[config.mk]
export PLATFORM = sky130hd
export DESIGN_NAME = decode_top
export DESIGN_NICKNAME = d
export VERILOG_FILES = /design/src/logic/riscv_isa_pkg.sv /design/src/logic/decode_pkg.sv /design/src/logic/rv_op_decoder.sv /design/src/logic/imm_gen.sv /design/src/logic/decode_out_reg.sv /design/src/logic/decode_top.sv
export SDC_FILE = /design/constraint.sdc
export NUM_CORES = 1
export LEC_CHECK = 0
export ABC_CLOCK_PERIOD_IN_PS = 22100
export BUFFER_PORTS_ARGS = -buffer_cell sky130_fd_sc_hd__buf_2
export CAP_MARGIN = 20
export CORE_AREA = 2 2 233 235
export CTS_CLUSTER_SIZE = 20
export DETAILED_ROUTE_END_ITERATION = 10
export DIE_AREA = 0 0 235 237
export GPL_TIMING_DRIVEN = 0
export PLACE_DENSITY = 0.43
export RECOVER_POWER = 100
export SYNTH_ARGS = -nofsm -noshare
export SYNTH_HDL_FRONTEND = slang
export SYNTH_SLANG_ARGS = --single-unit
[constraint.sdc]
create_clock -name clk_i -period 22.1 [get_ports clk_i]
set_input_delay 1.105 -clock clk_i [delete_from_list [all_inputs] [get_ports clk_i]]
set_output_delay 1.105 -clock clk_i [all_outputs]
set_load 0.02 [all_outputs]
[src/logic/riscv_isa_pkg.sv]
/*
 * RV64I/M instruction encodings
 * Major opcode enum, base instruction field layout, immediate formats
 */

package riscv_isa_pkg;

  // ------------------------------------------------------------------------
  // Widths
  // ------------------------------------------------------------------------
  localparam int unsigned ILEN = 32;  // No compressed support

  // ------------------------------------------------------------------------
  // Major opcodes, bits [6:0]
  // ------------------------------------------------------------------------
  typedef enum logic [6:0] {
    OPCODE_LUI       = 7'b0110111,
    OPCODE_AUIPC     = 7'b0010111,
    OPCODE_JAL       = 7'b1101111,
    OPCODE_JALR      = 7'b1100111,
    OPCODE_BRANCH    = 7'b1100011,
    OPCODE_LOAD      = 7'b0000011,
    OPCODE_STORE     = 7'b0100011,
    OPCODE_OP_IMM    = 7'b0010011,
    OPCODE_OP_IMM_32 = 7'b0011011,  // ADDIW and W shifts
    OPCODE_OP        = 7'b0110011,
    OPCODE_OP_32     = 7'b0111011   // W register ops
  } opcode_e;

  // R-type view of a 32-bit word
  // Other formats reuse these slices and imm_gen picks the immediate bits
  typedef struct packed {
    logic [6:0] funct7;
    logic [4:0] rs2;
    logic [4:0] rs1;
    logic [2:0] funct3;
    logic [4:0] rd;
    logic [6:0] opcode;
  } instr_t;

  // Which immediate layout a decoded instruction carries
  typedef enum logic [2:0] {
    IMM_NONE = 3'd0,
    IMM_I    = 3'd1,
    IMM_S    = 3'd2,
    IMM_B    = 3'd3,
    IMM_U    = 3'd4,
    IMM_J    = 3'd5
  } imm_fmt_e;

endpackage

[src/logic/decode_pkg.sv]
/*
 * Decode stage micro-op definitions
 * Widths, FU and operation enums, fetch slot and micro-op structs
 */

package decode_pkg;

  // ------------------------------------------------------------------------
  // Widths
  // ------------------------------------------------------------------------
  localparam int unsigned XLEN         = 64;
  localparam int unsigned PLEN         = 40;  // Physical address
  localparam int unsigned DECODE_WIDTH = 2;   // Lanes per bundle

  // ------------------------------------------------------------------------
  // Operation encodings
  // ------------------------------------------------------------------------
  typedef enum logic [2:0] {
    FU_ALU    = 3'd0,
    FU_BRANCH = 3'd1,
    FU_LSU    = 3'd2,
    FU_MUL    = 3'd3,
    FU_DIV    = 3'd4
  } fu_e;

  typedef enum logic [3:0] {
    ALU_NOP, ALU_ADD, ALU_SUB, ALU_SLT, ALU_SLTU, ALU_XOR, ALU_OR,
    ALU_AND, ALU_SLL, ALU_SRL, ALU_SRA, ALU_LUI, ALU_AUIPC
  } alu_op_e;

  typedef enum logic [2:0] {
    BR_EQ, BR_NE, BR_LT, BR_GE, BR_LTU, BR_GEU, BR_JAL, BR_JALR
  } br_op_e;

  typedef enum logic [3:0] {
    LSU_LB, LSU_LH, LSU_LW, LSU_LD, LSU_LBU, LSU_LHU, LSU_LWU,
    LSU_SB, LSU_SH, LSU_SW, LSU_SD
  } lsu_op_e;

  // ------------------------------------------------------------------------
  // Bundle structs
  // ------------------------------------------------------------------------
  // One slot from the instruction buffer
  typedef struct packed {
    logic                  slot_valid;
    riscv_isa_pkg::instr_t instr;
    logic [PLEN-1:0]       pc;
    logic [PLEN-1:0]       pred_npc;
  } fetch_slot_t;

  // Per-lane control produced by rv_op_decoder
  typedef struct packed {
    logic                    illegal;
    fu_e                     fu;
    alu_op_e                 alu_op;
    br_op_e                  br_op;
    lsu_op_e                 lsu_op;
    logic                    has_rs1;
    logic                    has_rs2;
    logic                    has_rd;
    logic                    is_load;
    logic                    is_store;
    logic                    is_branch;
    logic                    is_jump;
    logic                    is_word_op;
    riscv_isa_pkg::imm_fmt_e imm_fmt;
  } dec_ctrl_t;

  // Micro-op handed to rename
  typedef struct packed {
    logic            valid;
    logic            illegal;
    fu_e             fu;
    alu_op_e         alu_op;
    br_op_e          br_op;
    lsu_op_e         lsu_op;
    logic            has_rs1;
    logic            has_rs2;
    logic            has_rd;
    logic            is_load;
    logic            is_store;
    logic            is_branch;
    logic            is_jump;
    logic            is_word_op;
    logic [4:0]      rs1;
    logic [4:0]      rs2;
    logic [4:0]      rd;
    logic [XLEN-1:0] imm;
    logic [PLEN-1:0] pc;
    logic [PLEN-1:0] pred_npc;
  } uop_t;

endpackage

[src/logic/rv_op_decoder.sv]
/*
 * Single-lane RV64I+M opcode and funct decoder
 * Produces FU steering, operation enums, operand flags and illegal flag
 */

`timescale 1ns/1ps

module rv_op_decoder (
  input  riscv_isa_pkg::instr_t instr_i,
  output decode_pkg::dec_ctrl_t ctrl_o
);
  import riscv_isa_pkg::*;
  import decode_pkg::*;

  logic rd_nz;  // x0 writes are dropped

  assign rd_nz = |instr_i.rd;

  always_comb begin
    ctrl_o         = '0;
    ctrl_o.fu      = FU_ALU;
    ctrl_o.alu_op  = ALU_NOP;
    ctrl_o.br_op   = BR_EQ;
    ctrl_o.lsu_op  = LSU_LW;
    ctrl_o.imm_fmt = IMM_NONE;

    unique case (instr_i.opcode)
      OPCODE_LUI, OPCODE_AUIPC: begin
        ctrl_o.alu_op  = (instr_i.opcode == OPCODE_LUI) ? ALU_LUI : ALU_AUIPC;
        ctrl_o.has_rd  = rd_nz;
        ctrl_o.imm_fmt = IMM_U;
      end

      OPCODE_JAL: begin
        ctrl_o.fu        = FU_BRANCH;
        ctrl_o.br_op     = BR_JAL;
        ctrl_o.is_jump   = 1'b1;
        ctrl_o.is_branch = 1'b1;
        ctrl_o.has_rd    = rd_nz;
        ctrl_o.imm_fmt   = IMM_J;
      end

      OPCODE_JALR: begin
        ctrl_o.fu        = FU_BRANCH;
        ctrl_o.br_op     = BR_JALR;
        ctrl_o.is_jump   = 1'b1;
        ctrl_o.is_branch = 1'b1;
        ctrl_o.has_rs1   = 1'b1;
        ctrl_o.has_rd    = rd_nz;
        ctrl_o.imm_fmt   = IMM_I;
        ctrl_o.illegal   = (instr_i.funct3 != 3'b000);
      end

      OPCODE_BRANCH: begin
        ctrl_o.fu        = FU_BRANCH;
        ctrl_o.is_branch = 1'b1;
        ctrl_o.has_rs1   = 1'b1;
        ctrl_o.has_rs2   = 1'b1;
        ctrl_o.imm_fmt   = IMM_B;
        unique case (instr_i.funct3)
          3'b000:  ctrl_o.br_op = BR_EQ;
          3'b001:  ctrl_o.br_op = BR_NE;
          3'b100:  ctrl_o.br_op = BR_LT;
          3'b101:  ctrl_o.br_op = BR_GE;
          3'b110:  ctrl_o.br_op = BR_LTU;
          3'b111:  ctrl_o.br_op = BR_GEU;
          default: ctrl_o.illegal = 1'b1;  // 010, 011 unused
        endcase
      end

      OPCODE_LOAD: begin
        ctrl_o.fu      = FU_LSU;
        ctrl_o.is_load = 1'b1;
        ctrl_o.has_rs1 = 1'b1;
        ctrl_o.has_rd  = rd_nz;
        ctrl_o.imm_fmt = IMM_I;
        unique case (instr_i.funct3)
          3'b000:  ctrl_o.lsu_op = LSU_LB;
          3'b001:  ctrl_o.lsu_op = LSU_LH;
          3'b010:  ctrl_o.lsu_op = LSU_LW;
          3'b011:  ctrl_o.lsu_op = LSU_LD;
          3'b100:  ctrl_o.lsu_op = LSU_LBU;
          3'b101:  ctrl_o.lsu_op = LSU_LHU;
          3'b110:  ctrl_o.lsu_op = LSU_LWU;
          default: ctrl_o.illegal = 1'b1;
        endcase
      end

      OPCODE_STORE: begin
        ctrl_o.fu       = FU_LSU;
        ctrl_o.is_store = 1'b1;
        ctrl_o.has_rs1  = 1'b1;
        ctrl_o.has_rs2  = 1'b1;
        ctrl_o.imm_fmt  = IMM_S;
        unique case (instr_i.funct3)
          3'b000:  ctrl_o.lsu_op = LSU_SB;
          3'b001:  ctrl_o.lsu_op = LSU_SH;
          3'b010:  ctrl_o.lsu_op = LSU_SW;
          3'b011:  ctrl_o.lsu_op = LSU_SD;
          default: ctrl_o.illegal = 1'b1;
        endcase
      end

      // funct7[0] is shamt[5] for the 64-bit shifts
      OPCODE_OP_IMM: begin
        ctrl_o.has_rs1 = 1'b1;
        ctrl_o.has_rd  = rd_nz;
        ctrl_o.imm_fmt = IMM_I;
        unique case (instr_i.funct3)
          3'b000: ctrl_o.alu_op = ALU_ADD;
          3'b010: ctrl_o.alu_op = ALU_SLT;
          3'b011: ctrl_o.alu_op = ALU_SLTU;
          3'b100: ctrl_o.alu_op = ALU_XOR;
          3'b110: ctrl_o.alu_op = ALU_OR;
          3'b111: ctrl_o.alu_op = ALU_AND;
          3'b001: begin  // SLLI
            ctrl_o.alu_op  = ALU_SLL;
            ctrl_o.illegal = |instr_i.funct7[6:1];
          end
          default: begin  // SRLI / SRAI
            ctrl_o.alu_op  = instr_i.funct7[5] ? ALU_SRA : ALU_SRL;
            ctrl_o.illegal = instr_i.funct7[6] | (|instr_i.funct7[4:1]);
          end
        endcase
      end

      OPCODE_OP_IMM_32: begin
        ctrl_o.has_rs1    = 1'b1;
        ctrl_o.has_rd     = rd_nz;
        ctrl_o.imm_fmt    = IMM_I;
        ctrl_o.is_word_op = 1'b1;
        unique case (instr_i.funct3)
          3'b000: ctrl_o.alu_op = ALU_ADD;  // ADDIW
          3'b001: begin
            ctrl_o.alu_op  = ALU_SLL;
            ctrl_o.illegal = |instr_i.funct7;
          end
          3'b101: begin
            ctrl_o.alu_op  = instr_i.funct7[5] ? ALU_SRA : ALU_SRL;
            ctrl_o.illegal = instr_i.funct7[6] | (|instr_i.funct7[4:0]);
          end
          default: ctrl_o.illegal = 1'b1;
        endcase
      end

      // ----------------------------------------------------------------------
      // Register-register ops, M extension steered by funct7 = 0000001
      // ----------------------------------------------------------------------
      OPCODE_OP: begin
        ctrl_o.has_rs1 = 1'b1;
        ctrl_o.has_rs2 = 1'b1;
        ctrl_o.has_rd  = rd_nz;
        if (instr_i.funct7 == 7'b0000001) begin
          ctrl_o.fu = instr_i.funct3[2] ? FU_DIV : FU_MUL;  // DIV/REM vs MUL*
        end else begin
          unique case ({instr_i.funct7, instr_i.funct3})
            10'b0000000_000: ctrl_o.alu_op = ALU_ADD;
            10'b0100000_000: ctrl_o.alu_op = ALU_SUB;
            10'b0000000_001: ctrl_o.alu_op = ALU_SLL;
            10'b0000000_010: ctrl_o.alu_op = ALU_SLT;
            10'b0000000_011: ctrl_o.alu_op = ALU_SLTU;
            10'b0000000_100: ctrl_o.alu_op = ALU_XOR;
            10'b0000000_101: ctrl_o.alu_op = ALU_SRL;
            10'b0100000_101: ctrl_o.alu_op = ALU_SRA;
            10'b0000000_110: ctrl_o.alu_op = ALU_OR;
            10'b0000000_111: ctrl_o.alu_op = ALU_AND;
            default:         ctrl_o.illegal = 1'b1;
          endcase
        end
      end

      OPCODE_OP_32: begin
        ctrl_o.has_rs1    = 1'b1;
        ctrl_o.has_rs2    = 1'b1;
        ctrl_o.has_rd     = rd_nz;
        ctrl_o.is_word_op = 1'b1;
        unique case ({instr_i.funct7, instr_i.funct3})
          10'b0000000_000: ctrl_o.alu_op = ALU_ADD;
          10'b0100000_000: ctrl_o.alu_op = ALU_SUB;
          10'b0000000_001: ctrl_o.alu_op = ALU_SLL;
          10'b0000000_101: ctrl_o.alu_op = ALU_SRL;
          10'b0100000_101: ctrl_o.alu_op = ALU_SRA;
          10'b0000001_000: ctrl_o.fu = FU_MUL;  // MULW
          10'b0000001_100, 10'b0000001_101,
          10'b0000001_110, 10'b0000001_111: ctrl_o.fu = FU_DIV;  // DIVW..REMUW
          default: ctrl_o.illegal = 1'b1;
        endcase
      end

      // SYSTEM, MISC-MEM and anything else
      default: ctrl_o.illegal = 1'b1;
    endcase
  end

endmodule

[src/logic/imm_gen.sv]
/*
 * Immediate generator
 * I/S/B/U/J bit gather and sign extension to XLEN
 */

`timescale 1ns/1ps

module imm_gen (
  input  riscv_isa_pkg::instr_t               instr_i,
  input  riscv_isa_pkg::imm_fmt_e             fmt_i,
  output logic [decode_pkg::XLEN-1:0]         imm_o
);
  import riscv_isa_pkg::*;
  import decode_pkg::*;

  logic [ILEN-1:0] raw;  // Flat view for bit scattering
  logic            sgn;

  assign raw = instr_i;
  assign sgn = raw[31];  // Sign bit sits at [31] for every format

  always_comb begin
    unique case (fmt_i)
      IMM_I: imm_o = {{(XLEN-12){sgn}}, raw[31:20]};
      IMM_S: imm_o = {{(XLEN-12){sgn}}, raw[31:25], raw[11:7]};
      // imm[12|10:5|4:1|11], bit 0 implied zero
      IMM_B: imm_o = {{(XLEN-12){sgn}}, raw[7], raw[30:25], raw[11:8], 1'b0};
      IMM_U: imm_o = {{(XLEN-32){sgn}}, raw[31:12], 12'b0};
      // imm[20|10:1|11|19:12]
      IMM_J: imm_o = {{(XLEN-20){sgn}}, raw[19:12], raw[20], raw[30:21], 1'b0};
      default: imm_o = '0;  // IMM_NONE
    endcase
  end

endmodule

[src/logic/decode_out_reg.sv]
/*
 * One-entry output register for the decoded bundle
 * Occupancy bit, valid/ready on both sides, full throughput
 */

`timescale 1ns/1ps

module decode_out_reg (
  input  logic                                                clk_i,
  input  logic                                                rst_n_i,
  input  logic                                                in_valid_i,
  output logic                                                in_ready_o,
  input  decode_pkg::uop_t [decode_pkg::DECODE_WIDTH-1:0]     uops_i,
  output logic                                                out_valid_o,
  input  logic                                                out_ready_i,
  output decode_pkg::uop_t [decode_pkg::DECODE_WIDTH-1:0]     uops_o
);
  import decode_pkg::*;

  logic                       full_q;
  logic                       load;
  uop_t [DECODE_WIDTH-1:0]    uops_q;

  // Accept when empty or when the current bundle leaves this cycle
  assign in_ready_o = ~full_q | out_ready_i;
  assign load       = in_valid_i & in_ready_o;

  always_ff @(posedge clk_i or negedge rst_n_i) begin
    if (!rst_n_i) begin
      full_q <= 1'b0;
    end else if (load) begin
      full_q <= 1'b1;
    end else if (out_ready_i) begin
      full_q <= 1'b0;  // Drained with nothing behind it
    end
  end

  always_ff @(posedge clk_i) begin
    if (load) begin
      uops_q <= uops_i;
    end
  end

  assign out_valid_o = full_q;
  assign uops_o      = uops_q;  // Held while stalled

endmodule

[src/logic/decode_top.sv]
/*
 * Two-lane decode stage top
 * Per-lane decoder and immediate generator, registered output
 */

`timescale 1ns/1ps

module decode_top (
  input  logic                                                clk_i,
  input  logic                                                rst_n_i,
  input  logic                                                ibuf_valid_i,
  output logic                                                ibuf_ready_o,
  input  decode_pkg::fetch_slot_t [decode_pkg::DECODE_WIDTH-1:0] slots_i,
  output logic                                                dec_valid_o,
  input  logic                                                backend_ready_i,
  output decode_pkg::uop_t [decode_pkg::DECODE_WIDTH-1:0]     uops_o
);
  import decode_pkg::*;

  uop_t [DECODE_WIDTH-1:0] uops_d;  // Combinational bundle

  // --------------------------------------------------------------------------
  // Per-lane decode
  // --------------------------------------------------------------------------
  for (genvar g = 0; g < DECODE_WIDTH; g++) begin : gen_lane
    dec_ctrl_t       ctrl;
    logic [XLEN-1:0] imm;

    rv_op_decoder rv_op_decoder_inst (
      .instr_i (slots_i[g].instr),
      .ctrl_o  (ctrl)
    );

    imm_gen imm_gen_inst (
      .instr_i (slots_i[g].instr),
      .fmt_i   (ctrl.imm_fmt),
      .imm_o   (imm)
    );

    assign uops_d[g].valid      = slots_i[g].slot_valid;
    assign uops_d[g].illegal    = ctrl.illegal;
    assign uops_d[g].fu         = ctrl.fu;
    assign uops_d[g].alu_op     = ctrl.alu_op;
    assign uops_d[g].br_op      = ctrl.br_op;
    assign uops_d[g].lsu_op     = ctrl.lsu_op;
    assign uops_d[g].has_rs1    = ctrl.has_rs1;
    assign uops_d[g].has_rs2    = ctrl.has_rs2;
    assign uops_d[g].has_rd     = ctrl.has_rd;
    assign uops_d[g].is_load    = ctrl.is_load;
    assign uops_d[g].is_store   = ctrl.is_store;
    assign uops_d[g].is_branch  = ctrl.is_branch;
    assign uops_d[g].is_jump    = ctrl.is_jump;
    assign uops_d[g].is_word_op = ctrl.is_word_op;
    assign uops_d[g].rs1        = slots_i[g].instr.rs1;
    assign uops_d[g].rs2        = slots_i[g].instr.rs2;
    assign uops_d[g].rd         = slots_i[g].instr.rd;
    assign uops_d[g].imm        = imm;
    assign uops_d[g].pc         = slots_i[g].pc;
    assign uops_d[g].pred_npc   = slots_i[g].pred_npc;
  end

  // One-cycle stage register toward rename
  decode_out_reg decode_out_reg_inst (
    .clk_i       (clk_i),
    .rst_n_i     (rst_n_i),
    .in_valid_i  (ibuf_valid_i),
    .in_ready_o  (ibuf_ready_o),
    .uops_i      (uops_d),
    .out_valid_o (dec_valid_o),
    .out_ready_i (backend_ready_i),
    .uops_o      (uops_o)
  );

endmodule

### Word level (Yosys, flattened, before mapping)

Index checks and enable logic that the tools add are counted.

| word-level totals | value |
|---|---|
| register bits after elaboration | 367 |
| bits of input ports | 230 |
| output and inout bits | 368 |
| word-level logic and storage cells | 247 |

| operators by class | value |
|---|---|
| equality and inequality tests | 76 |
| mux-type cells | 72 |
| bitwise logic cells | 7 |
| reduce and logical (&&, ||, !) cells | 51 |

Operator list:

| kind | count |
|---|---|
| $pmux W64 S5 | 2 |
| $eq A10 B4 Y1 const B | 10 |
| $eq A10 B3 Y1 const B | 8 |
| $pmux W4 S10 | 2 |
| $pmux W4 S5 | 4 |
| $pmux W3 S5 | 4 |
| $eq A7 B6 Y1 const B | 8 |
| $pmux W4 S7 | 2 |
| $eq A7 B5 Y1 const B | 6 |
| $eq A7 B7 Y1 const B | 6 |
| $eq A10 B2 Y1 const B | 4 |
| $eq A10 B9 Y1 const B | 4 |
| $reduce_or A10 Y1 | 4 |
| $reduce_or A4 Y1 | 10 |
| $eq A3 B3 Y1 const B | 12 |
| $pmux W3 S6 | 2 |
| $reduce_or A6 Y1 | 6 |
| $pmux W4 S4 | 2 |
| $mux W1 | 28 |
| $reduce_or A7 Y1 | 4 |
| $eq A3 B2 Y1 const B | 8 |
| $pmux W3 S4 | 2 |
| $pmux W4 S3 | 2 |
| $eq A10 B1 Y1 const B | 2 |
| other kinds (24) | 64 |

### Longest topological paths before layout

| depth | value |
|---|---|
| depth in word-level cells | 5 |
| mapped depth | 7 |
| gate-level depth less buffers | 5 |

### Cells and area by module

A second synthesis with hierarchy kept.

| unflattened totals | value |
|---|---|
| cells, all modules | 837 |
| area total of the unflattened synthesis | 13888.3 um^2 |

By module, submodules not included:

| module | instances | cells each | area an instance (um^2) | seq. area each (um^2) |
|---|---|---|---|---|
| decode_out_reg | 1 | 370 | 11044.3 | 11015.6 |
| imm_gen | 2 | 98 | 630.6 | 0.0 |
| rv_op_decoder at gen_lane[0].rv_op_decoder_inst | 1 | 142 | 810.8 | 0.0 |
| rv_op_decoder at gen_lane[1].rv_op_decoder_inst | 1 | 129 | 772.0 | 0.0 |

### Least setup slack after synthesis

No wires, ideal clock.

| path | value |
|---|---|
| path type | input to register |
| from | input backend_ready_i |
| to | register decode_out_reg_inst.uops_q (netlist bit decode_out_reg_inst.uops_o[0]) (enable) |
| setup time | 701 ps |
| arrival | 8248 ps |
| required time | 21399 ps |
| path slack | 13151 ps |
| stages on the path | 2 |
| path buffers | 0 |
| cells stage by stage | nand2b_1 and2_1 |

| on the way | value |
|---|---|
| cells in the longest elaborated chain, start to end | 2 |

RTL lines:

| element | line | source |
|---|---|---|
| start: declaration | decode_top.sv:15 | `input logic backend_ready_i,` |
| $or A1 B1 Y1 | decode_out_reg.sv:25 | `assign in_ready_o = ~full_q \| out_ready_i;` |
| $and A1 B1 Y1 | decode_out_reg.sv:26 | `assign load = in_valid_i & in_ready_o;` |
| via decode_out_reg_inst.load | decode_out_reg.sv:21 | `logic load;` |
| end signal: assignment | decode_out_reg.sv:40 | `uops_q <= uops_i;` |
| end: declaration | decode_out_reg.sv:22 | `uop_t [DECODE_WIDTH-1:0] uops_q;` |

The timed path passes the listed nets, and every way through them passes these cells.
A chain may end at the register's enable or synchronous reset.

### Final worst setup path

| path | value |
|---|---|
| from | input backend_ready_i |
| to | register decode_out_reg_inst.uops_q (netlist bit decode_out_reg_inst.uops_o[232]) (enable) |

Same word-level chain as after synthesis.

==> results by group <==
CTS
  • Resized cells post-CTS: 0
  • CTS max path bufs: 3
  • H-tree levels: 2
  • CTS Hold Bufs: 0
  • Postcts setup bufs: 0
  • CTS Buf Count: 37
  • TritonCTS clock tree: yes
  • Clock transition at the registers of the reported paths: 0.05 ns
  • Root Driver: clkbuf_16
  • Clock sinks: 303
  • Worst-skew pair later-pin latency: 0.54 ns

Timing
  • Worst-Margin Slew: 3.73 ns
  • Slew Viols, Final: 290
  • Setup violations, final: 0
  • Maximum operating frequency: 112 MHz
  • RSZ-0062 raised after global routing: false
  • Period utilisation layout: 40.3%
  • Hold Fails Final Rpt: 0
  • Tmin final: 8.91 ns
  • Worst clock skew: 0.0230 ns
  • Worst slew margin: -149%
  • Setup TNS: 0 ns

Synthesis
  • Synth async-reset ratio: 0.330%
  • Flops & latches, synth: 303
  • Post-Synthesis Cells: 778
  • Synthesized area: 11900 um2
  • Post-Syn Nets: 1008
  • Synth top area cells: edfxtp_1 (76%), buf_4 (4.0%), a21o_1 (2.8%), nand2_1 (1.6%), nor2_1 (1.4%)
  • Post-synthesis cell type count: 65
  • Area leader, netlist: edfxtp_1
  • Syn avg cell area: 15.3 um2
  • Ys flop type: edfxtp_1
  • Synth Warn #: 0
  • EDFF count, synth: 302
  • Post-synth top area share: 76.0%
  • Sequential share of the synthesized area: 76.2%

Setup path
  • Req. time, crit path: 22.21 ns
  • WP data arrival: 9.03 ns
  • R2r worst-path depth: 5
  • Critical Path Source Type: input port
  • Largest fanout on the critical path: 59
  • Setup crit end kind: flop
  • Worst r2r src: decode_out_reg_inst.out_valid_o
  • Kind of critical path: in2reg
  • Reg2reg end: decode_out_reg_inst.uops_o[232]
  • R2R setup slack: 13.46 ns

Power
  • Leakage: 6.36 nW
  • Total power: 1.40 mW
  • Switching Fraction: 25.4%
  • Worst IR Drop VDD: 0.0421 mV
  • Int Power: 1.05 mW
  • NetSw: 0.356 mW
  • Part of the power in registers: 48.5%
  • Power Dens Cells: 85.1 nW/um2
  • Comb power frac: 10.7%
  • Clock network power share: 40.9%

Detailed routing
  • Antenna Nets Post-Route: 0
  • TritonRoute pass-1 iters: 4
  • WL/cell: 19.9 um
  • # DRC: 0
  • WL final: 42600 um
  • Initial drt markers: 385
  • Via/cell ratio: 4.17
  • Vias: 8933

Die
  • Core area: 53300 um2
  • Vert. Die Dim: 237 um
  • Initial Util: 22.4%
  • Ports: 598
  • Die Span X: 235 um
  • Die area: 55700 um2
  • Site Rows: 85

Job
  • Number of max-cap violations: 5

Layout
  • # nets final: 1645
  • Post-layout util: 30.9%
  • Final std cells w/o fill: 2143
  • Layout cells sized above 1: 25.6%
  • Area delta synth->final: 38.0%

Place
  • Inst Count DP: 2072
  • DP Wirelength: 32900 um
  • IO buf count: 593
  • RePlAce Congestion: 0.841

Outcome
  • Failing checks: max-capacitance violations, max-slew violations
  • Status: finished, violations left

Global route
  • Total global-route track usage: 14.4%
  • Grt total ovfl: 0
  • Vias in the first global route: 8613
  • First-pass GRT wire length: 60000 um
  • Initial antenna violation count: 4
  • Largest net degree at the start of global routing: 70

Worst hold path
  • Hold Path Class: in2async
-- registers in the layout (all words and copies together), names as in the netlist --
name                             count
decode_out_reg_inst.uops_o         302
decode_out_reg_inst.out_valid_o      1
-- critical path: stages --
cell and delay, ns:
buf_2 0.07, nand2b_1 0.13, and2_0 1.09, clkbuf_1 2.47
clkbuf_1 2.26, clkbuf_1 1.76
-- worst max-delay path by stage --
stage                                    start                              end  cells past startpoint
6_report                       backend_ready_i  decode_out_reg_inst.uops_o[232]                      6
5_1_grt                        backend_ready_i   decode_out_reg_inst.uops_o[30]                      6
4_1_cts        decode_out_reg_inst.uops_o[325]                      uops_o[298]                      2
3_5_place_dp                      slots_i[199]  decode_out_reg_inst.uops_o[286]                      7
3_3_place_gp                   backend_ready_i  decode_out_reg_inst.uops_o[208]                      3
2_1_floorplan                  backend_ready_i    decode_out_reg_inst.uops_o[0]                      2
-- synth_stat cells, types with 7 or more instances --
cell type / count
nor4_1: 12
nor2b_1: 10
nand3_1: 10
buf_4: 64
a21oi_1: 17
nand2_1: 50
nand2b_1: 17
inv_1: 15
nor3_1: 12
edfxtp_1: 302
nor2_1: 45
or4_1: 7
o21ai_0: 30
and2_1: 15
buf_2: 8
and3_1: 7
a21o_1: 45
clkbuf_1: 27
-- stage by stage --
step | hold WS (ns) | setup WS, ns | cell area (um2)
after floorplan | 0.783 | 13.15 | 11900
after global placement | 0.570 | 9.84 | 15800
after detailed placement | 0.586 | 18.83 | 15900
after CTS | 0.306 | 19.05 | 17000
after global routing | 0.316 | 12.19 | 16500
final | 0.347 | 13.19 | 16500
-- per-layer routing --
layer / track usage (%) / wire length (um)
met1: 16.8 / 16500
met2: 24.6 / 21400
met3: 4.93 / 3560
met4: 5.12 / 1180
met5: 0 / 0
-- cells in the final DEF, fill, tap and decap left out, drive strengths merged, types with 3 or more instances in the layout --
cell type and count:
clkbuf 492, edfxtp 302, buf 252, nand2 50, nor2 45, a21o 45
o21ai 31, inv 19, a21oi 18, nand2b 17, and2 16, clkinv 16
nor4 14, nor3 13, nand3 10, nor2b 10, or4 8, and3 7
or3 6, a211oi 6, nand3b 5, a31oi 5, o32ai 5, or2 5
diode 4, o22ai 4, a21boi 3, o21bai 3, a221oi 3, a22oi 3
-- cell type report --
cell class                      instances  area, um2
Clock buffer                           46        960
Sequential cell                       303       9090
Inverter                               16       60.1
Clock inverter                         21        160
Antenna cell                            4       10.0
Multi-Input combinational cell        359       2120
Fill cell                            5627      36800
Tap cell                              696        871
Buffer                                100        627
Timing Repair Buffer                  598       2550
-- cells by family (layout without fill, tap and decap cells) --
| family | after synthesis | in the layout | synth area share (%) |
|---|---|---|---|
| flops | 303 | 303 | 76.2 |
| simple gates | 213 | 213 | 9.47 |
| compound gates | 144 | 144 | 8.31 |
| buf+inv | 116 | 781 | 5.81 |
| fa+ha+maj | 1 | 1 | 0.0839 |
| mux | 1 | 1 | 0.0839 |
| other cells | 0 | 4 | 0 |
-- power groups by stage --
stage | Clock (mW) | Sequential [mW] | Combinational [mW]
final | 0.573 | 0.679 | 0.149
after global routing | 0.616 | 0.682 | 0.161
after CTS | 0.594 | 0.675 | 0.165
after detailed placement | 0 | 0.687 | 0.165
after global placement | 0 | 0.702 | 0.161
after floorplan | 0 | 0.735 | 0.0474
(Power assumes the default switching activity.)
